$ cat src/verilog/tomasulo_defines.svh
`ifndef TOMASULO_DEFINES_SVH
`define TOMASULO_DEFINES_SVH

// width of every register, operand and result
`define XLEN 32

// station tag width, where tag 0 means the value is already present
// and tags 1 up to NUM_RS name the station that will produce it
`define TAG_WIDTH 3

// number of reservation stations feeding the single ALU
`define NUM_RS 4

// number of architectural registers, indexed by a 3 bit field
`define NUM_REGS 8

`endif

$ cat src/verilog/tomasulo_pkg.sv
`default_nettype none

`include "tomasulo_defines.svh"

package tomasulo_pkg;

	typedef logic [`XLEN-1:0] data_t;
	typedef logic [`TAG_WIDTH-1:0] tag_t;
	typedef logic [2:0] reg_idx_t;

	// the sign bit picks the variant: sub, signed compare, arithmetic shift
	typedef enum logic [2:0] {
		ALU_ADD  = 3'd0,
		ALU_SLL  = 3'd1,
		ALU_SLT  = 3'd2,
		ALU_XOR  = 3'd3,
		ALU_SRL  = 3'd4,
		ALU_OR   = 3'd5,
		ALU_AND  = 3'd6,
		ALU_PASS = 3'd7
	} alu_op_t;

	// one broadcast on the common data bus
	typedef struct packed {
		logic active;
		tag_t tag;
		data_t data;
	} cdb_t;

	// host word layout, issue words use op..rs2 and load words use rd and imm
	typedef struct packed {
		logic [15:0] imm;
		logic [2:0] rsvd;
		reg_idx_t rs2;
		reg_idx_t rs1;
		reg_idx_t rd;
		logic sign;
		alu_op_t op;
	} instr_word_t;

endpackage

`default_nettype wire

$ cat src/verilog/rs_issue_if.sv
`timescale 1ns/1ps
`default_nettype none

// fields written into one reservation station when an instruction issues
interface rs_issue_if import tomasulo_pkg::*; ();

	// one cycle pulse, on the same edge as the wishbone ack
	logic enable;

	// q is the producer tag and v the value, one pair per source operand
	tag_t q1;
	data_t v1;
	tag_t q2;
	data_t v2;

	alu_op_t alu_op;
	logic alu_sign;
	reg_idx_t dest_reg;

	// station holds an instruction until its own tag is broadcast
	logic busy;

	modport issuer (
		output enable, q1, v1, q2, v2, alu_op, alu_sign, dest_reg,
		input busy
	);

	modport station (
		input enable, q1, v1, q2, v2, alu_op, alu_sign, dest_reg,
		output busy
	);

endinterface

`default_nettype wire

$ cat src/verilog/issue_unit.sv
`timescale 1ns/1ps
`default_nettype none

`include "tomasulo_defines.svh"

module issue_unit import tomasulo_pkg::*; (
	input logic clk,
	input logic reset,
	input logic cyc,
	input logic stb,
	input logic we,
	input logic [2:0] adr,
	input data_t dat_w,
	output data_t dat_r,
	output logic ack,
	rs_issue_if.issuer issue [`NUM_RS],
	input cdb_t cdb
);

	localparam int SEL_W = $clog2(`NUM_RS);

	// architectural registers and the station each one waits on
	data_t regs [`NUM_REGS];
	tag_t reg_tag [`NUM_REGS];

	instr_word_t word;
	logic req;
	logic is_issue;
	logic is_load;
	logic accept;
	logic any_free;
	logic [SEL_W-1:0] free_idx;
	logic [`NUM_RS-1:0] busy_vec;
	logic [`NUM_RS-1:0] enable_vec;
	logic [`NUM_REGS-1:0] pending;
	tag_t new_tag;
	tag_t src1_tag;
	tag_t src2_tag;
	data_t src1_val;
	data_t src2_val;
	data_t read_data;

	assign word = instr_word_t'(dat_w);

	// ack is registered, so the cycle it is high never counts as a new request
	assign req = cyc && stb && !ack;
	assign is_issue = we && adr == 3'd0;
	assign is_load = we && adr == 3'd1;

	// issues wait for a free station, everything else goes through at once
	assign accept = req && (!is_issue || any_free);

	// lowest numbered free station wins
	always_comb begin
		any_free = 1'b0;
		free_idx = '0;
		for (int i = `NUM_RS - 1; i >= 0; i--) begin
			if (!busy_vec[i]) begin
				any_free = 1'b1;
				free_idx = SEL_W'(i);
			end
		end
	end

	assign new_tag = tag_t'(free_idx) + tag_t'(1);
	assign enable_vec = (accept && is_issue) ? (`NUM_RS'(1) << free_idx) : '0;

	// source lookup, taking the bus value when the producer broadcasts right now
	always_comb begin
		src1_tag = reg_tag[word.rs1];
		src1_val = regs[word.rs1];
		if (src1_tag != '0 && cdb.active && cdb.tag == src1_tag) begin
			src1_tag = '0;
			src1_val = cdb.data;
		end
		src2_tag = reg_tag[word.rs2];
		src2_val = regs[word.rs2];
		if (src2_tag != '0 && cdb.active && cdb.tag == src2_tag) begin
			src2_tag = '0;
			src2_val = cdb.data;
		end
	end

	for (genvar g = 0; g < `NUM_RS; g++) begin : g_issue
		assign busy_vec[g] = issue[g].busy;
		assign issue[g].enable = enable_vec[g];
		assign issue[g].q1 = src1_tag;
		assign issue[g].v1 = src1_val;
		assign issue[g].q2 = src2_tag;
		assign issue[g].v2 = src2_val;
		assign issue[g].alu_op = word.op;
		assign issue[g].alu_sign = word.sign;
		assign issue[g].dest_reg = word.rd;
	end

	always_comb begin
		for (int r = 0; r < `NUM_REGS; r++) begin
			pending[r] = reg_tag[r] != '0;
		end
	end

	// address 2 gives the pending mask, address 3 a register picked by dat_w
	always_comb begin
		read_data = '0;
		if (adr == 3'd2) begin
			read_data = data_t'(pending);
		end else if (adr == 3'd3) begin
			read_data = regs[reg_idx_t'(dat_w[2:0])];
		end
	end

	always_ff @(posedge clk) begin
		if (!reset) begin
			ack <= 1'b0;
			for (int r = 0; r < `NUM_REGS; r++) begin
				regs[r] <= '0;
				reg_tag[r] <= '0;
			end
		end else begin
			ack <= accept;
			// writeback only lands where the register still waits on that station
			for (int r = 0; r < `NUM_REGS; r++) begin
				if (cdb.active && reg_tag[r] != '0 && reg_tag[r] == cdb.tag) begin
					regs[r] <= cdb.data;
					reg_tag[r] <= '0;
				end
			end
			// a load overrides any outstanding producer of that register
			if (accept && is_load) begin
				regs[word.rd] <= {{(`XLEN - 16){word.imm[15]}}, word.imm};
				reg_tag[word.rd] <= '0;
			end
			// renaming the destination wins over a same cycle writeback
			if (accept && is_issue) begin
				reg_tag[word.rd] <= new_tag;
			end
		end
	end

	always_ff @(posedge clk) begin
		if (accept && !we) begin
			dat_r <= read_data;
		end
	end

	assert property (@(posedge clk) disable iff (!reset) $onehot0(enable_vec))
		else $error("[ERROR] issue_unit: more than one station enabled");

endmodule

`default_nettype wire

$ cat src/verilog/reservation_station.sv
`timescale 1ns/1ps
`default_nettype none

module reservation_station import tomasulo_pkg::*; #(
	parameter int STATION_TAG = 1
) (
	input logic clk,
	input logic reset,
	rs_issue_if.station issue,
	input logic dispatched,
	input cdb_t cdb,
	output logic ready,
	output data_t v1,
	output data_t v2,
	output alu_op_t alu_op,
	output logic alu_sign,
	output reg_idx_t dest_reg
);

	// outstanding producer tags, zero once the value sits in v1 or v2
	tag_t q1;
	tag_t q2;

	// set once the ALU has taken this instruction, cleared when the station frees
	logic dispatched_q;

	tag_t watch1;
	tag_t watch2;
	logic cap1;
	logic cap2;
	logic freeing;

	// on the issue cycle the incoming tags are the ones to watch on the bus
	assign watch1 = issue.enable ? issue.q1 : q1;
	assign watch2 = issue.enable ? issue.q2 : q2;
	assign cap1 = cdb.active && watch1 != '0 && watch1 == cdb.tag;
	assign cap2 = cdb.active && watch2 != '0 && watch2 == cdb.tag;

	// our own result on the bus means the instruction is finished
	assign freeing = issue.busy && cdb.active && cdb.tag == tag_t'(STATION_TAG);

	assign ready = issue.busy && !dispatched_q && q1 == '0 && q2 == '0;

	always_ff @(posedge clk) begin
		if (!reset) begin
			issue.busy <= 1'b0;
			dispatched_q <= 1'b0;
			q1 <= '0;
			q2 <= '0;
		end else begin
			if (issue.enable) begin
				issue.busy <= 1'b1;
				dispatched_q <= 1'b0;
			end else if (freeing) begin
				issue.busy <= 1'b0;
				dispatched_q <= 1'b0;
			end else if (dispatched) begin
				dispatched_q <= 1'b1;
			end
			q1 <= cap1 ? '0 : (issue.enable ? issue.q1 : q1);
			q2 <= cap2 ? '0 : (issue.enable ? issue.q2 : q2);
		end
	end

	// bus data beats the issued value, which would be stale anyway
	always_ff @(posedge clk) begin
		if (cap1) begin
			v1 <= cdb.data;
		end else if (issue.enable) begin
			v1 <= issue.v1;
		end
		if (cap2) begin
			v2 <= cdb.data;
		end else if (issue.enable) begin
			v2 <= issue.v2;
		end
		if (issue.enable) begin
			alu_op <= issue.alu_op;
			alu_sign <= issue.alu_sign;
			dest_reg <= issue.dest_reg;
		end
	end

	// the issue unit must only pick a station that is free
	assert property (@(posedge clk) disable iff (!reset) issue.enable |-> !issue.busy)
		else $error("[ERROR] station %0d: enable while busy", STATION_TAG);

	assert property (@(posedge clk) disable iff (!reset) ready |-> issue.busy)
		else $error("[ERROR] station %0d: ready while idle", STATION_TAG);

	// the ALU may only take a station that reports ready
	assert property (@(posedge clk) disable iff (!reset) dispatched |-> ready)
		else $error("[ERROR] station %0d: dispatched while not ready", STATION_TAG);

endmodule

`default_nettype wire

$ cat src/verilog/alu_unit.sv
`timescale 1ns/1ps
`default_nettype none

`include "tomasulo_defines.svh"

module alu_unit import tomasulo_pkg::*; (
	input logic clk,
	input logic reset,
	input logic [`NUM_RS-1:0] ready,
	input data_t v1 [`NUM_RS],
	input data_t v2 [`NUM_RS],
	input alu_op_t alu_op [`NUM_RS],
	input logic [`NUM_RS-1:0] alu_sign,
	output logic [`NUM_RS-1:0] dispatched,
	input logic result_full,
	output logic result_valid,
	output tag_t result_tag,
	output data_t result_data
);

	localparam int SEL_W = $clog2(`NUM_RS);

	logic sel_valid;
	logic [SEL_W-1:0] sel_idx;
	logic fire;
	data_t alu_out;

	function automatic data_t alu_compute(input alu_op_t op, input logic sign,
		input data_t a, input data_t b);
		logic [4:0] shamt;
		logic lt;
		data_t res;
		// shifts only look at the low five bits of operand two
		shamt = b[4:0];
		lt = sign ? ($signed(a) < $signed(b)) : (a < b);
		case (op)
			ALU_ADD: res = sign ? a - b : a + b;
			ALU_SLL: res = a << shamt;
			ALU_SLT: res = data_t'(lt);
			ALU_XOR: res = a ^ b;
			ALU_SRL: begin
				if (sign) begin
					res = $signed(a) >>> shamt;
				end else begin
					res = a >> shamt;
				end
			end
			ALU_OR: res = a | b;
			ALU_AND: res = a & b;
			// ALU_PASS forwards operand one
			default: res = a;
		endcase
		return res;
	endfunction

	// fixed priority, lowest station number first
	always_comb begin
		sel_valid = 1'b0;
		sel_idx = '0;
		for (int i = `NUM_RS - 1; i >= 0; i--) begin
			if (ready[i]) begin
				sel_valid = 1'b1;
				sel_idx = SEL_W'(i);
			end
		end
	end

	// nothing leaves a station while the result stage still holds an entry
	assign fire = sel_valid && !result_full;
	assign dispatched = fire ? (`NUM_RS'(1) << sel_idx) : '0;
	assign alu_out = alu_compute(alu_op[sel_idx], alu_sign[sel_idx], v1[sel_idx], v2[sel_idx]);

	always_ff @(posedge clk) begin
		if (!reset) begin
			result_valid <= 1'b0;
		end else begin
			result_valid <= fire;
		end
	end

	// station index plus one is the tag the stations and registers wait on
	always_ff @(posedge clk) begin
		if (fire) begin
			result_tag <= tag_t'(sel_idx) + tag_t'(1);
			result_data <= alu_out;
		end
	end

	assert property (@(posedge clk) disable iff (!reset) $onehot0(dispatched))
		else $error("[ERROR] alu_unit: dispatched is not one-hot");

endmodule

`default_nettype wire

$ cat src/verilog/cdb_result.sv
`timescale 1ns/1ps
`default_nettype none

module cdb_result import tomasulo_pkg::*; (
	input logic clk,
	input logic reset,
	input logic result_valid,
	input tag_t result_tag,
	input data_t result_data,
	output logic result_full,
	output cdb_t cdb
);

	// single holding entry that is also the bus driver
	logic active_q;
	tag_t tag_q;
	data_t data_q;

	// each result is shown for exactly one cycle and then dropped
	always_ff @(posedge clk) begin
		if (!reset) begin
			active_q <= 1'b0;
		end else begin
			active_q <= result_valid;
		end
	end

	always_ff @(posedge clk) begin
		if (result_valid) begin
			tag_q <= result_tag;
			data_q <= result_data;
		end
	end

	assign cdb = {active_q, tag_q, data_q};

	// the ALU holds off while the entry is on the bus
	assign result_full = active_q;

	// tag 0 means value present, so it never names a producer
	assert property (@(posedge clk) disable iff (!reset) cdb.active |-> cdb.tag != '0)
		else $error("[ERROR] cdb_result: broadcast with tag 0");

endmodule

`default_nettype wire

$ cat src/verilog/tomasulo_top.sv
`timescale 1ns/1ps
`default_nettype none

`include "tomasulo_defines.svh"

module tomasulo_top import tomasulo_pkg::*; (
	input logic clk,
	input logic reset,
	input logic cyc,
	input logic stb,
	input logic we,
	input logic [2:0] adr,
	input data_t dat_w,
	output data_t dat_r,
	output logic ack
);

	// one issue bundle per station
	rs_issue_if rs_if [`NUM_RS] ();

	cdb_t cdb;
	logic [`NUM_RS-1:0] rs_ready;
	logic [`NUM_RS-1:0] rs_sign;
	logic [`NUM_RS-1:0] rs_dispatched;
	data_t rs_v1 [`NUM_RS];
	data_t rs_v2 [`NUM_RS];
	alu_op_t rs_op [`NUM_RS];
	logic result_valid;
	logic result_full;
	tag_t result_tag;
	data_t result_data;

	issue_unit issue_i (
		.clk(clk),
		.reset(reset),
		.cyc(cyc),
		.stb(stb),
		.we(we),
		.adr(adr),
		.dat_w(dat_w),
		.dat_r(dat_r),
		.ack(ack),
		.issue(rs_if),
		.cdb(cdb)
	);

	// station g answers to tag g + 1
	for (genvar g = 0; g < `NUM_RS; g++) begin : g_rs
		reservation_station #(.STATION_TAG(g + 1)) rs_i (
			.clk(clk),
			.reset(reset),
			.issue(rs_if[g]),
			.dispatched(rs_dispatched[g]),
			.cdb(cdb),
			.ready(rs_ready[g]),
			.v1(rs_v1[g]),
			.v2(rs_v2[g]),
			.alu_op(rs_op[g]),
			.alu_sign(rs_sign[g]),
			.dest_reg()
		);
	end

	alu_unit alu_i (
		.clk(clk),
		.reset(reset),
		.ready(rs_ready),
		.v1(rs_v1),
		.v2(rs_v2),
		.alu_op(rs_op),
		.alu_sign(rs_sign),
		.dispatched(rs_dispatched),
		.result_full(result_full),
		.result_valid(result_valid),
		.result_tag(result_tag),
		.result_data(result_data)
	);

	cdb_result cdb_i (
		.clk(clk),
		.reset(reset),
		.result_valid(result_valid),
		.result_tag(result_tag),
		.result_data(result_data),
		.result_full(result_full),
		.cdb(cdb)
	);

endmodule

`default_nettype wire

$ cat config.mk
export PLATFORM = sky130hd
export DESIGN_NAME = tomasulo_top
export DESIGN_NICKNAME = d
export VERILOG_FILES = /design/src/verilog/tomasulo_pkg.sv /design/src/verilog/rs_issue_if.sv /design/src/verilog/issue_unit.sv /design/src/verilog/reservation_station.sv /design/src/verilog/alu_unit.sv /design/src/verilog/cdb_result.sv /design/src/verilog/tomasulo_top.sv
export VERILOG_INCLUDE_DIRS = /design/src /design/src/verilog
export SDC_FILE = /design/constraint.sdc
export NUM_CORES = 2
export LEC_CHECK = 0
export BUFFER_PORTS_ARGS = -buffer_cell sky130_fd_sc_hd__clkbuf_2
export CAP_MARGIN = 20
export CORE_MARGIN = 1.5
export CORE_UTILIZATION = 35
export DETAILED_ROUTE_END_ITERATION = 8
export SYNTH_ARGS = -nofsm -noshare
export SYNTH_HDL_FRONTEND = slang
export SYNTH_SLANG_ARGS = --single-unit
export TNS_END_PERCENT = 50
$ cat constraint.sdc
create_clock -name clk -period 6.45 [get_ports clk]
set_input_delay 0.645 -clock clk [delete_from_list [all_inputs] [get_ports clk]]
set_output_delay 0.645 -clock clk [all_outputs]
set_load 0.01 [all_outputs]
==> results.toml <==
[logic_synthesis]
synth-edff-count = 654
yosysWarnings = 0
synth_cells = 4079
ys.flop_type = "edfxtp_1"
synth_nets = 4226
netlist_area_um2 = 46200
syn_avg_cell_area_um2 = 11.33
asyncSetResetFlopFracSynth_pct = 0
yosysUniqueCellTypes = 99
seq_area_frac_synth_pct = 44.03
ys_ff_latch = 689

[routing]
drt_iter0_drc = 3905
viasPerCell = 5.985
dr.pass1.iters = 6
vias = 34858
routed_wl_mm = 154.7
post-route-drc-count = 0
ant_nets = 0
post_drt_wl_per_cell_um = 26.56

[cts]
cts_made_buffers = 73
cts_root_buf = "clkbuf_16"
clock-sinks = 689
clkLatencyLatePin_ps = 670
cts_tree = "built"
clk_path_buf_depth = 3
htreeDepth = 3
cts_setup_buffers = 0
clkTransAtPathRegs_ps = 60

[critical_path]
endpoint_kind = "register"
crit_start = "g_rs[2].rs_i.issue.busy"
critPathKind = "register to register"
worstPathMaxFanout = 50
worst-path-stages = 19
rr_worst_depth = 19
crit_family = "compound AO/OA/AOI/OAI gates"
r2r-start = "g_rs[2].rs_i.issue.busy"
path_cells = "nor4b_2, nand2_1, a221oi_4, buf_12, mux2i_1, mux2_2, buf_4, inv_2, ha_1, o311ai_1, a31oi_1, o21ai_0, and2_1, o21ai_0, a211oi_1, a21oi_1, a221oi_1, mux2i_1, a32oi_1"
slowest_delay_ps = 600
slowest_stage = "o311ai_1"
worst-path-buf-inv = 3
r2r_slack_ps = 300
worst_r2r_endpoint = "alu_i.result_data[23]"
startpoint_type = "register"
crit_required_ps = 6830
cp-endpoint = "alu_i.result_data[23]"
worstPathArrival_ps = 6530

[cells_and_area]
diodes = 0
mostFrequentLayoutCells = "edfxtp_1, nand2_1, mux2i_1"
layout_commonest_cell = "edfxtp_1"
drive_gt1_share_pct = 22.29
syn2layout_area_growth_pct = 10.32
final.fill_count = 12611
nets = 4159
stdcell_count = 5824

[hold_path]
hold_depth = 1
min_path_type = "primary input to register"

[global_route]
grt_use_total_pct = 22.45
grt_pass1_vias = 34130
overflow = 0
antenna_found_initial = 4
grt_pass1_wl_mm = 228.2
grt_max_degree = 65

[timing]
hold_violations = 0
slew_headroom_pct = 26.14
max_freq_ghz = 0.1625
finalSetupTns_ps = 0
fin_crit_sh_pct = 95.39
rsz0062_at_grt = "false"
slew_violations = 0
fin_worst_skew_ps = 41.31
post-route-min-period_ps = 6152
worstMarginPinSlew_ps = 1105
setup_viol = 0

[die]
die_y_um = 366.3
coreArea_um2 = 131300
num_rows = 133
num_io_pins = 73
die-area_um2 = 134200
die_x_um = 366.3
initial_core_util_pct = 35.19

[job]
maxCapViolations = 0

[outcome]
run_status = "finished, final reports clean"

[pwr]
vdd_drop_max_uv = 178.8
p_leak_uw = 0.01913
p_per_area_nw_per_um2 = 200.9

[placed_design]
place.gp.congestion = 0.9973
hpwl_mm = 102.9
place_inst = 5691
io_buffers = 69
==> registers in the layout (all words and copies together), names as in the netlist <==
name	cells
alu_i.result_data	32
alu_i.result_tag	3
alu_i.result_valid	1
cdb_i.data_q	32
cdb_i.result_full	1
cdb_i.tag_q	3
g_rs.rs_i.alu_op	12
g_rs.rs_i.alu_sign	4
g_rs.rs_i.dispatched_q	4
g_rs.rs_i.issue.busy	4
g_rs.rs_i.q1	12
g_rs.rs_i.q2	12
g_rs.rs_i.v1	128
g_rs.rs_i.v2	128
issue_i.ack	1
issue_i.dat_r	32
issue_i.reg_tag	24
issue_i.regs	256
==> routing by layer <==
metal / vias up / part of all wire [%] / GRT usage, % / wire [um]
met5: - / 0.023 / 0 / 35
met2: 1644 / 47 / 36.82 / 73070
li1: 15332 / - / - / -
met3: 372 / 7.8 / 3.276 / 12030
met1: 17504 / 41 / 29.95 / 63690
met4: 6 / 3.8 / 8.594 / 5843
==> where the power goes <==
| group | internal (uW) | switching, uW | total, uW |
|---|---|---|---|
| registers | 5000 | 56.9 | 5050 |
| clock network | 2390 | 1850 | 4250 |
| logic | 427 | 513 | 939 |
| total | 7820 | 2420 | 10200 |
==> cell families after synthesis <==
| kind of cell | after synthesis | share of synthesized area (%) |
|---|---|---|
| and+or+nand+nor | 1048 | 10.06 |
| muxes | 857 | 24.96 |
| AOI/OAI and AO/OA | 839 | 12.45 |
| DFF | 689 | 44.03 |
| buffers and inverters | 481 | 4.477 |
| adders and majority gates | 107 | 2.930 |
| xor gates and xnor gates | 58 | 1.100 |
==> cells in the mapped netlist, types with 16 or more instances <==
library cell,instances,area share [%]
and2_1,43,0.58
xnor2_1,36,0.68
nor3_1,59,0.64
a31oi_1,17,0.23
mux2i_1,367,8.0
dfxtp_1,35,1.5
edfxtp_1,654,43
a21oi_1,222,2.4
o21ai_0,136,1.5
mux2_2,270,6.6
mux4_2,204,9.9
a211oi_1,20,0.32
a22o_1,91,1.7
o211ai_1,29,0.47
nor2_1,267,2.2
inv_1,91,0.74
nand3_1,86,0.93
nand2_1,464,3.8
xor2_1,22,0.42
clkbuf_1,211,1.7
ha_1,105,2.8
buf_2,49,0.53
buf_4,16,0.26
buf_1,78,0.63
o22ai_1,42,0.57
nand2b_1,29,0.39
a21o_1,80,1.3
==> worst register-to-register path, delay by kind of cell, from the launching register on <==
kind	cells	cell delay (ps)
AO/OA/AOI/OAI	9	2900
adder cells (fa/ha/maj)	1	250
flip-flops	1	390
multiplexers	3	780
AND/OR/NAND/NOR	3	900
buffers and inverters	3	640
==> repair_timing <==
| action | CTS | global route |
|---|---|---|
| gates resized for setup | 0 | 4 |
| endpoints found under the setup margin | 0 | 6 |
| hold buffers | 0 | 0 |
==> cell type report <==
type | instances | area (um2) | area share (%)
multi-input combinational | 2909 | 24010 | 47.10
clock inverter | 42 | 350.3 | 0.6874
clock buffer | 90 | 2017 | 3.957
inverter | 102 | 382.9 | 0.7512
sequential | 689 | 20340 | 39.91
tap | 1755 | 2196 | 4.309
timing repair buffer | 237 | 1672 | 3.280
==> through the flow <==
step                      utilization (%)  total power, uW  hold slack (ps)  worst slack (ps)  area [um2]
after floorplan                         -             5789            400.3              1085       46200
after global placement              36.99             6054            403.2             422.2       48570
after detailed placement            36.99             6073            404.5             339.1       48570
after CTS                           38.79            10290            156.9             268.8       50930
after global routing                38.82            10530            185.5             39.33       50970
final                               38.82            10240            201.2             297.6       50970
==> worst min-delay path by stage <==
| stage | start | end | slack (ps) |
|---|---|---|---|
| after floorplan | alu_i.result_data[0] | cdb_i.data_q[0] | 400 |
| after global placement | alu_i.result_tag[0] | cdb_i.tag_q[0] | 400 |
| after detailed placement | alu_i.result_tag[0] | cdb_i.tag_q[0] | 400 |
| after CTS | dat_w[3] | g_rs[0].rs_i.alu_sign | 160 |
| after global routing | dat_w[3] | g_rs[0].rs_i.alu_sign | 190 |
| final | dat_w[3] | g_rs[1].rs_i.alu_sign | 200 |
No activity file was read; power rests on OpenSTA's default activity.
